**src/design/pwl_pkg.sv**
```systemverilog
package pwl_pkg;

	// ========================================
	// Field widths and types
	// ========================================
	localparam int SAMPLE_WIDTH = 16;
	localparam int TIME_WIDTH   = 16;
	localparam int BP_WIDTH     = TIME_WIDTH + 2 * SAMPLE_WIDTH;

	typedef logic signed [SAMPLE_WIDTH-1:0] sample_t;  // Two's complement DAC code
	typedef logic        [TIME_WIDTH-1:0]   time_t;    // In sample periods
	typedef logic signed [SAMPLE_WIDTH-1:0] slope_t;   // Increment per sample period
	typedef logic        [BP_WIDTH-1:0]     bp_t;

	// ========================================
	// Breakpoint word layout
	// ========================================
	// Slope sits in the low bits, time in the high bits
	localparam int BP_SLOPE_LSB  = 0;
	localparam int BP_SAMPLE_LSB = BP_SLOPE_LSB + SAMPLE_WIDTH;
	localparam int BP_TIME_LSB   = BP_SAMPLE_LSB + SAMPLE_WIDTH;

endpackage

```
**src/design/pwl_interpolator.sv**
```systemverilog
`timescale 1ns/10ps

module pwl_interpolator (
	input  logic             clk,
	input  logic             rst,
	input  logic             halt,
	input  logic             bp_valid,
	input  logic             bp_last,
	input  pwl_pkg::bp_t     bp_data,
	output logic             bp_ready,
	output logic             smp_valid,
	output logic             smp_last,
	output pwl_pkg::sample_t smp_data
);
	import pwl_pkg::*;

	typedef enum logic [1:0] {
		S_IDLE,
		S_HAVE_FIRST,
		S_EMIT,
		S_FINAL
	} state_t;

	state_t state;

	// Unpacked breakpoint fields
	sample_t in_sample;
	slope_t  in_slope;
	time_t   in_time;

	// Segment start point
	sample_t cur_sample;
	slope_t  cur_slope;
	time_t   cur_time;

	// Segment end point
	sample_t nxt_sample;
	slope_t  nxt_slope;
	time_t   nxt_time;
	logic    nxt_last;  // End point closes the wave

	time_t   seg_off;   // t minus time_k
	time_t   seg_len;
	sample_t lin_val;
	sample_t clamp_val;
	logic    bp_take;

	assign in_slope  = bp_data[BP_SLOPE_LSB +: SAMPLE_WIDTH];
	assign in_sample = bp_data[BP_SAMPLE_LSB +: SAMPLE_WIDTH];
	assign in_time   = bp_data[BP_TIME_LSB +: TIME_WIDTH];

	assign bp_ready = (state == S_IDLE) || (state == S_HAVE_FIRST);  // Held off during a segment
	assign bp_take  = bp_valid && bp_ready;
	assign seg_len  = nxt_time - cur_time;

	// Linear term wraps to 16 bits, then stops at the end point
	always_comb begin
		lin_val = cur_sample + sample_t'(seg_off * cur_slope);
		if (!cur_slope[SAMPLE_WIDTH-1]) begin
			clamp_val = (lin_val > nxt_sample) ? nxt_sample : lin_val;
		end else begin
			clamp_val = (lin_val < nxt_sample) ? nxt_sample : lin_val;
		end
	end

	assign smp_valid = (state == S_EMIT) || (state == S_FINAL);
	assign smp_last  = (state == S_FINAL);
	assign smp_data  = (state == S_FINAL) ? nxt_sample : clamp_val;

	always_ff @(posedge clk) begin
		if (rst || halt) begin
			state    <= S_IDLE;
			seg_off  <= '0;
			nxt_last <= 1'b0;
		end else begin
			case (state)
				S_IDLE: begin
					if (bp_take) begin
						cur_sample <= in_sample;
						cur_slope  <= in_slope;
						cur_time   <= in_time;
						nxt_sample <= in_sample;  // Lone breakpoint is its own final sample
						state      <= bp_last ? S_FINAL : S_HAVE_FIRST;
					end
				end
				S_HAVE_FIRST: begin
					if (bp_take) begin
						nxt_sample <= in_sample;
						nxt_slope  <= in_slope;
						nxt_time   <= in_time;
						nxt_last   <= bp_last;
						seg_off    <= '0;
						state      <= S_EMIT;
					end
				end
				S_EMIT: begin
					if (seg_off == seg_len - 1'b1) begin
						seg_off <= '0;
						if (nxt_last) begin
							state <= S_FINAL;
						end else begin
							// End point becomes the next start point
							cur_sample <= nxt_sample;
							cur_slope  <= nxt_slope;
							cur_time   <= nxt_time;
							state      <= S_HAVE_FIRST;
						end
					end else begin
						seg_off <= seg_off + 1'b1;
					end
				end
				S_FINAL: state <= S_IDLE;
				default: state <= S_IDLE;
			endcase
		end
	end

endmodule

```
**src/design/pwl_line_packer.sv**
```systemverilog
`timescale 1ns/10ps

module pwl_line_packer #(
	parameter int BATCH_SAMPLES = 4,
	parameter int LINE_DEPTH    = 16
) (
	input  logic                                           clk,
	input  logic                                           rst,
	input  logic                                           halt,
	input  logic                                           smp_valid,
	input  logic                                           smp_last,
	input  pwl_pkg::sample_t                               smp_data,
	output logic                                           wr_en,
	output logic [$clog2(LINE_DEPTH)-1:0]                  wr_addr,
	output logic [BATCH_SAMPLES*pwl_pkg::SAMPLE_WIDTH-1:0] wr_line,
	output logic [$clog2(LINE_DEPTH):0]                    line_count
);
	import pwl_pkg::*;

	localparam int SLOT_W = (BATCH_SAMPLES > 1) ? $clog2(BATCH_SAMPLES) : 1;

	sample_t [BATCH_SAMPLES-1:0] line_buf;  // Slot 0 in the low bits
	logic    [SLOT_W-1:0]        slot;
	logic                        line_full;
	logic                        line_done;
	logic                        wr_last;  // Pending write closes the wave

	assign line_full = (slot == SLOT_W'(BATCH_SAMPLES - 1));
	assign line_done = smp_valid && (line_full || smp_last);
	assign wr_line   = line_buf;

	// ========================================
	// Line assembly
	// ========================================
	// Final sample also fills every slot above it
	always_ff @(posedge clk) begin
		if (smp_valid) begin
			for (int i = 0; i < BATCH_SAMPLES; i++) begin
				if (i == slot || (smp_last && i > slot)) begin
					line_buf[i] <= smp_data;
				end
			end
		end
	end

	// ========================================
	// Write sequencing and line count
	// ========================================
	always_ff @(posedge clk) begin
		if (rst || halt) begin
			slot    <= '0;
			wr_en   <= 1'b0;
			wr_last <= 1'b0;
			wr_addr <= '0;
			if (rst) begin
				line_count <= '0;  // Kept across halt
			end
		end else begin
			wr_en   <= line_done;  // Write goes out one cycle after the last slot
			wr_last <= smp_valid && smp_last;
			if (smp_valid) begin
				slot <= line_done ? '0 : slot + 1'b1;
			end
			if (wr_en) begin
				if (wr_last) begin
					line_count <= {1'b0, wr_addr} + 1'b1;
					wr_addr    <= '0;  // Next wave starts at line 0
				end else begin
					wr_addr <= wr_addr + 1'b1;
				end
			end
		end
	end

endmodule

```
**src/design/pwl_line_ram.sv**
```systemverilog
`timescale 1ns/10ps

module pwl_line_ram #(
	parameter int BATCH_SAMPLES = 4,
	parameter int LINE_DEPTH    = 16
) (
	input  logic                                           clk,
	input  logic                                           wr_en,
	input  logic [$clog2(LINE_DEPTH)-1:0]                  wr_addr,
	input  logic [BATCH_SAMPLES*pwl_pkg::SAMPLE_WIDTH-1:0] wr_line,
	input  logic [$clog2(LINE_DEPTH)-1:0]                  rd_addr,
	output logic [BATCH_SAMPLES*pwl_pkg::SAMPLE_WIDTH-1:0] rd_line
);
	import pwl_pkg::*;

	localparam int ADDR_W = $clog2(LINE_DEPTH);
	localparam int LINE_W = BATCH_SAMPLES * SAMPLE_WIDTH;

	logic [LINE_W-1:0] mem [LINE_DEPTH];
	logic [ADDR_W-1:0] port_addr;

	// One port, builder write has priority
	assign port_addr = wr_en ? wr_addr : rd_addr;

	// Registered read, output holds during a write
	always_ff @(posedge clk) begin
		if (wr_en) begin
			mem[port_addr] <= wr_line;
		end else begin
			rd_line <= mem[port_addr];
		end
	end

endmodule

```
**src/design/pwl_playback.sv**
```systemverilog
`timescale 1ns/10ps

module pwl_playback #(
	parameter int BATCH_SAMPLES = 4,
	parameter int LINE_DEPTH    = 16
) (
	input  logic                                           clk,
	input  logic                                           rst,
	input  logic                                           halt,
	input  logic                                           run,
	input  logic                                           dac_rdy,
	input  logic [$clog2(LINE_DEPTH):0]                    line_count,
	input  logic [BATCH_SAMPLES*pwl_pkg::SAMPLE_WIDTH-1:0] rd_line,
	output logic [$clog2(LINE_DEPTH)-1:0]                  rd_addr,
	output logic                                           batch_valid,
	output logic [BATCH_SAMPLES*pwl_pkg::SAMPLE_WIDTH-1:0] batch_data
);
	localparam int ADDR_W = $clog2(LINE_DEPTH);

	typedef enum logic [1:0] {
		P_IDLE,
		P_READ_WAIT,
		P_SEND
	} state_t;

	state_t state;

	logic [ADDR_W-1:0] idx;  // Line on offer
	logic [ADDR_W-1:0] idx_next;
	logic              xfer;

	assign batch_valid = (state == P_SEND);
	assign xfer        = batch_valid && dac_rdy;
	assign idx_next    = ({1'b0, idx} == line_count - 1'b1) ? '0 : idx + 1'b1;  // Loop wrap

	// Read ahead on a transfer so the next line is ready one cycle later
	assign rd_addr    = xfer ? idx_next : idx;
	assign batch_data = rd_line;

	// ========================================
	// Playback FSM
	// ========================================
	always_ff @(posedge clk) begin
		if (rst || halt) begin
			state <= P_IDLE;
			idx   <= '0;
		end else begin
			case (state)
				P_IDLE: begin
					idx <= '0;
					if (run && line_count != '0) begin
						state <= P_READ_WAIT;
					end
				end
				// Line 0 is being read
				P_READ_WAIT: state <= run ? P_SEND : P_IDLE;
				P_SEND: begin
					if (!run) begin
						state <= P_IDLE;
					end else if (dac_rdy) begin
						idx <= idx_next;
					end
				end
				default: state <= P_IDLE;
			endcase
		end
	end

endmodule

```
**src/design/pwl_wave_gen.sv**
```systemverilog
`timescale 1ns/10ps

module pwl_wave_gen #(
	parameter int BATCH_SAMPLES = 4,
	parameter int LINE_DEPTH    = 16
) (
	input  logic                                           clk,
	input  logic                                           rst,
	input  logic                                           halt,
	input  logic                                           run,
	input  logic                                           bp_valid,
	input  pwl_pkg::bp_t                                   bp_data,
	input  logic                                           bp_last,
	output logic                                           bp_ready,
	input  logic                                           dac_rdy,
	output logic                                           batch_valid,
	output logic [BATCH_SAMPLES*pwl_pkg::SAMPLE_WIDTH-1:0] batch_data,
	output logic [$clog2(LINE_DEPTH):0]                    line_count
);
	import pwl_pkg::*;

	localparam int ADDR_W = $clog2(LINE_DEPTH);
	localparam int LINE_W = BATCH_SAMPLES * SAMPLE_WIDTH;

	// Interpolator to packer
	logic    smp_valid;
	logic    smp_last;
	sample_t smp_data;

	// Line memory ports
	logic              wr_en;
	logic [ADDR_W-1:0] wr_addr;
	logic [LINE_W-1:0] wr_line;
	logic [ADDR_W-1:0] rd_addr;
	logic [LINE_W-1:0] rd_line;

	// ========================================
	// Wave builder
	// ========================================
	pwl_interpolator i_interp (
		.clk       (clk),
		.rst       (rst),
		.halt      (halt),
		.bp_valid  (bp_valid),
		.bp_last   (bp_last),
		.bp_data   (bp_data),
		.bp_ready  (bp_ready),
		.smp_valid (smp_valid),
		.smp_last  (smp_last),
		.smp_data  (smp_data)
	);

	pwl_line_packer #(
		.BATCH_SAMPLES (BATCH_SAMPLES),
		.LINE_DEPTH    (LINE_DEPTH)
	) i_packer (
		.clk        (clk),
		.rst        (rst),
		.halt       (halt),
		.smp_valid  (smp_valid),
		.smp_last   (smp_last),
		.smp_data   (smp_data),
		.wr_en      (wr_en),
		.wr_addr    (wr_addr),
		.wr_line    (wr_line),
		.line_count (line_count)
	);

	// ========================================
	// Memory and player
	// ========================================
	pwl_line_ram #(
		.BATCH_SAMPLES (BATCH_SAMPLES),
		.LINE_DEPTH    (LINE_DEPTH)
	) i_ram (
		.clk     (clk),
		.wr_en   (wr_en),
		.wr_addr (wr_addr),
		.wr_line (wr_line),
		.rd_addr (rd_addr),
		.rd_line (rd_line)
	);

	pwl_playback #(
		.BATCH_SAMPLES (BATCH_SAMPLES),
		.LINE_DEPTH    (LINE_DEPTH)
	) i_player (
		.clk         (clk),
		.rst         (rst),
		.halt        (halt),
		.run         (run),
		.dac_rdy     (dac_rdy),
		.line_count  (line_count),
		.rd_line     (rd_line),
		.rd_addr     (rd_addr),
		.batch_valid (batch_valid),
		.batch_data  (batch_data)
	);

endmodule

```
**config.mk**
```make
export PLATFORM = sky130hd
export DESIGN_NAME = pwl_wave_gen
export DESIGN_NICKNAME = d
export VERILOG_FILES = /design/src/design/pwl_pkg.sv /design/src/design/pwl_interpolator.sv /design/src/design/pwl_line_packer.sv /design/src/design/pwl_line_ram.sv /design/src/design/pwl_playback.sv /design/src/design/pwl_wave_gen.sv
export SDC_FILE = /design/constraint.sdc
export NUM_CORES = 2
export LEC_CHECK = 0
export BUFFER_PORTS_ARGS = -buffer_cell sky130_fd_sc_hd__buf_2
export CAP_MARGIN = 20
export CELL_PAD_IN_SITES_DETAIL_PLACEMENT = 1
export CELL_PAD_IN_SITES_GLOBAL_PLACEMENT = 1
export CORE_ASPECT_RATIO = 0.7
export CORE_UTILIZATION = 35
export DETAILED_ROUTE_END_ITERATION = 7
export PLACE_DENSITY_LB_ADDON = 0.1
export SYNTH_ARGS = -nofsm -noshare
export SYNTH_HDL_FRONTEND = slang
export SYNTH_HIERARCHICAL = 1
export SYNTH_SLANG_ARGS = --single-unit
```
**constraint.sdc**
```tcl
create_clock -name clk -period 8.86 [get_ports clk]
set_input_delay 0.886 -clock clk [delete_from_list [all_inputs] [get_ports clk]]
set_output_delay 0.886 -clock clk [all_outputs]
set_load 0.01 [all_outputs]
```
==> flow_metrics.tcl <==
set metrics [dict create \
    drt.antenna.violating_nets 0 \
    vias_per_cell 5.70 \
    worst_ir_drop_vdd_mv 0.162 \
    synth_top_family_by_area "compound AO/OA/AOI/OAI gates" \
    comb_power_share 0.015 \
    fin_area_um2 62600 \
    cp_data_arrival_time_ps 8530 \
    port_buffers 125 \
    period_share 0.900 \
    fin_ws_ps 886 \
    maxSlewViolCount 0 \
    slowest_delay_ps 790 \
    synth_most_common_cell "edfxtp_1" \
    grt_pass1_vias 36149 \
    postCtsSetupRepairBufs 0 \
    internal_power_mw 9.71 \
    synthTopCellsByArea "edfxtp_1 67%, o21ai_0 7.9%, a41oi_1 4.0%" \
    cts_buffers 135 \
    grt_use_total 0.233 \
    hold_viol_final 0 \
    fin_worst_skew_ps 43.7 \
    hold_class "primary input to register" \
    crit_fanout 15 \
    p_leak_nw 19.6 \
    yosysSeqAreaShare 0.684 \
    post_dp_cell_area_um2 58500 \
    path_clk_slew_ps 80 \
    finalSetupViolCount 0 \
    drcViolationCount 0 \
    crit_path_end_kind "register" \
    area_delta_synth_final_pct 11.9 \
    die_area_um2 162000 \
    start_kind "register" \
    drtIter0Drc 3371 \
    dp.cells 5987 \
    grt_pass1_wl_um 271000 \
    drive_above_1_share 0.121 \
    power_frac_clock 0.445 \
    synth.area.mux_share 0.0136 \
    h-tree-depth 4 \
    rows 122 \
    ys_warn_count 6 \
    synth_area_um2 56000 \
    start_util 0.353 \
    via_count 35516 \
    synthDistinctLibCells 74 \
    rsz0062_at_grt "false" \
    setup-tns-final_ps 0 \
    worstHoldStart "bp_data[4]" \
    cts_root_buf "clkbuf_16" \
    worstMarginPinSlew_ps 1300 \
    yosys.area.top_type "edfxtp_1" \
    max-cap-violations 0 \
    antenna_found_initial 9 \
    avgSynthCellArea_um2 13.9 \
    crit_type "register to register" \
    finalPower_mw 12.3 \
    crit_path_start "i_interp/seg_off[6]$_SDFFE_PP0P_" \
    synth-seq-cells 1286 \
    totalWireLength_um 188000 \
    io_pins 126 \
    synthTopCellsByCount "1253 x edfxtp_1, 879 x o21ai_0, 265 x clkbuf_1" \
    dr.pass1.iters 5 \
    sw_frac_of_total 0.211 \
    grt_overflow 0 \
    nNetsFinal 4257 \
    synth_fp_nets 4279 \
    async_reset_ff_frac 0 \
    grt_max_degree 164 \
    die_w_um 480 \
    netlist_instances 4039 \
    period_needed_ps 7970 \
    synth_edf_count 1253 \
    cts_tree "built" \
    slew_headroom 0.132 \
    synth_top_area_frac 0.672 \
    power.density_nw_per_um2 197 \
    synth-adder-area-share 0.0541 \
    clockBufferDepth 3 \
    critPathTopFamily "adder cells" \
    path_buf_inv 4 \
    required_ps 9420 \
    synth-simple-area-share 0.0424 \
    synth-compound-area-share 0.148 \
    outcome "finished clean" \
    r2r_start "i_interp/seg_off[6]$_SDFFE_PP0P_" \
    synth_xor_area_frac 0.0138 \
    gp_congestion 0.795 \
    instances_no_fill 6234 \
    ys.flop_type "edfxtp_1" \
    worst_path_max_delay_cell "dfxtp_1" \
    fmax_mhz 125 \
    clock_latency_ps 800 \
    avgRoutedWirePerCell_um 30.2 \
    p_seq_frac 0.540 \
    core_um2 158000 \
    switching_power_mw 2.60 \
    die_y_um 337 \
    place_hpwl_um 100000 \
    dpl_worst_slack_ps 688 \
    clock_sink_count 1286 \
]
[registers in the layout, indices dropped and copies added (netlist names), 4 cells and up]
name,count
i_interp/cur_sample,16
i_interp/cur_slope,16
i_interp/cur_time,16
i_interp/nxt_sample,16
i_interp/nxt_slope,16
i_interp/nxt_time,16
i_interp/seg_off,16
i_packer/line_count,5
i_packer/wr_addr,4
i_packer/wr_line,64
i_player/idx,4
i_ram/mem,1024
i_ram/rd_line,64
[per-layer routing]
layer / vias to the layer above / global-route usage / share of wire
met1: 18968 / 0.351 / 0.49
met5: - / 0 / 0.00020
li1: 15353 / - / -
met2: 981 / 0.351 / 0.44
met3: 208 / 0.0337 / 0.054
met4: 6 / 0.0570 / 0.019
[layout make-up]
cell class | count | area (um2)
diodes | 3 | 7.51
clock buffers | 178 | 3690
clock inverters | 65 | 432
fillers | 16221 | 95800
inverters | 207 | 779
multi-input cells | 2182 | 15400
flip-flops and latches | 1286 | 38300
well taps | 2108 | 2640
repair buffers | 205 | 1400
[cells by family (layout without fill, tap and decap cells)]
family	Yosys count	after routing
muxes	68	68
other	0	3
buffers and inverters	571	655
DFF	1286	1286
and+or+nand+nor	438	438
xor gates and xnor gates	88	88
adders and majority gates	185	185
AOI/OAI and AO/OA	1403	1403
[worst paths after layout]
check	slack, ps	depth (start not counted)	endpoint
min reg2reg	460	2	i_interp/nxt_last$_SDFFE_PP0P_
min	280	1	i_interp/nxt_slope[4]$_DFFE_PP_
max reg2reg	890	28	i_packer/wr_line[2]$_DFFE_PP_
max	890	28	i_packer/wr_line[2]$_DFFE_PP_
[what timing repair did]
action	CTS	global route
hold buffers	0	0
setup endpoints to repair	0	4
gates resized for setup	0	1
[placed cells by master, fill, tap and decap left out, types with 5 or more instances in the layout]
master,instances
a211oi_1,7
a21o_1,12
a21oi_1,30
a31oi_1,5
a41oi_1,257
and2_1,70
and3_1,6
buf_12,12
buf_2,125
buf_4,67
clkbuf_1,35
clkbuf_16,141
clkinv_1,34
clkinv_2,17
dfxtp_1,33
edfxtp_1,1253
fa_1,95
ha_1,90
inv_1,205
mux2_2,64
nand2_1,116
nand2b_1,13
nand3_1,19
nand4_1,15
nor2_1,57
nor2_4,10
nor2b_1,7
nor3_1,10
nor3_2,10
o211ai_1,5
o21ai_0,879
o21ai_1,165
o21bai_1,7
or2_2,6
or3_1,7
or4_1,64
xnor2_1,62
xor2_1,26
[stage by stage]
step	utilization	hold slack (ps)
6_report	0.395	284
4_1_cts	0.395	225
2_1_floorplan	-	434
3_5_place_dp	0.369	464
5_1_grt	0.395	252
3_3_place_gp	0.369	451
[power groups by stage]
| stage | logic (mW) | clock network, mW | registers (mW) |
|---|---|---|---|
| 6_report | 0.188 | 5.48 | 6.65 |
| 5_1_grt | 0.206 | 5.81 | 6.65 |
| 4_1_cts | 0.190 | 5.60 | 6.65 |
| 3_5_place_dp | 0.188 | 0 | 6.78 |
| 3_3_place_gp | 0.186 | 0 | 6.78 |
| 2_1_floorplan | 0.121 | 0 | 6.76 |
Note: power is estimated with default switching activity, not from simulation.
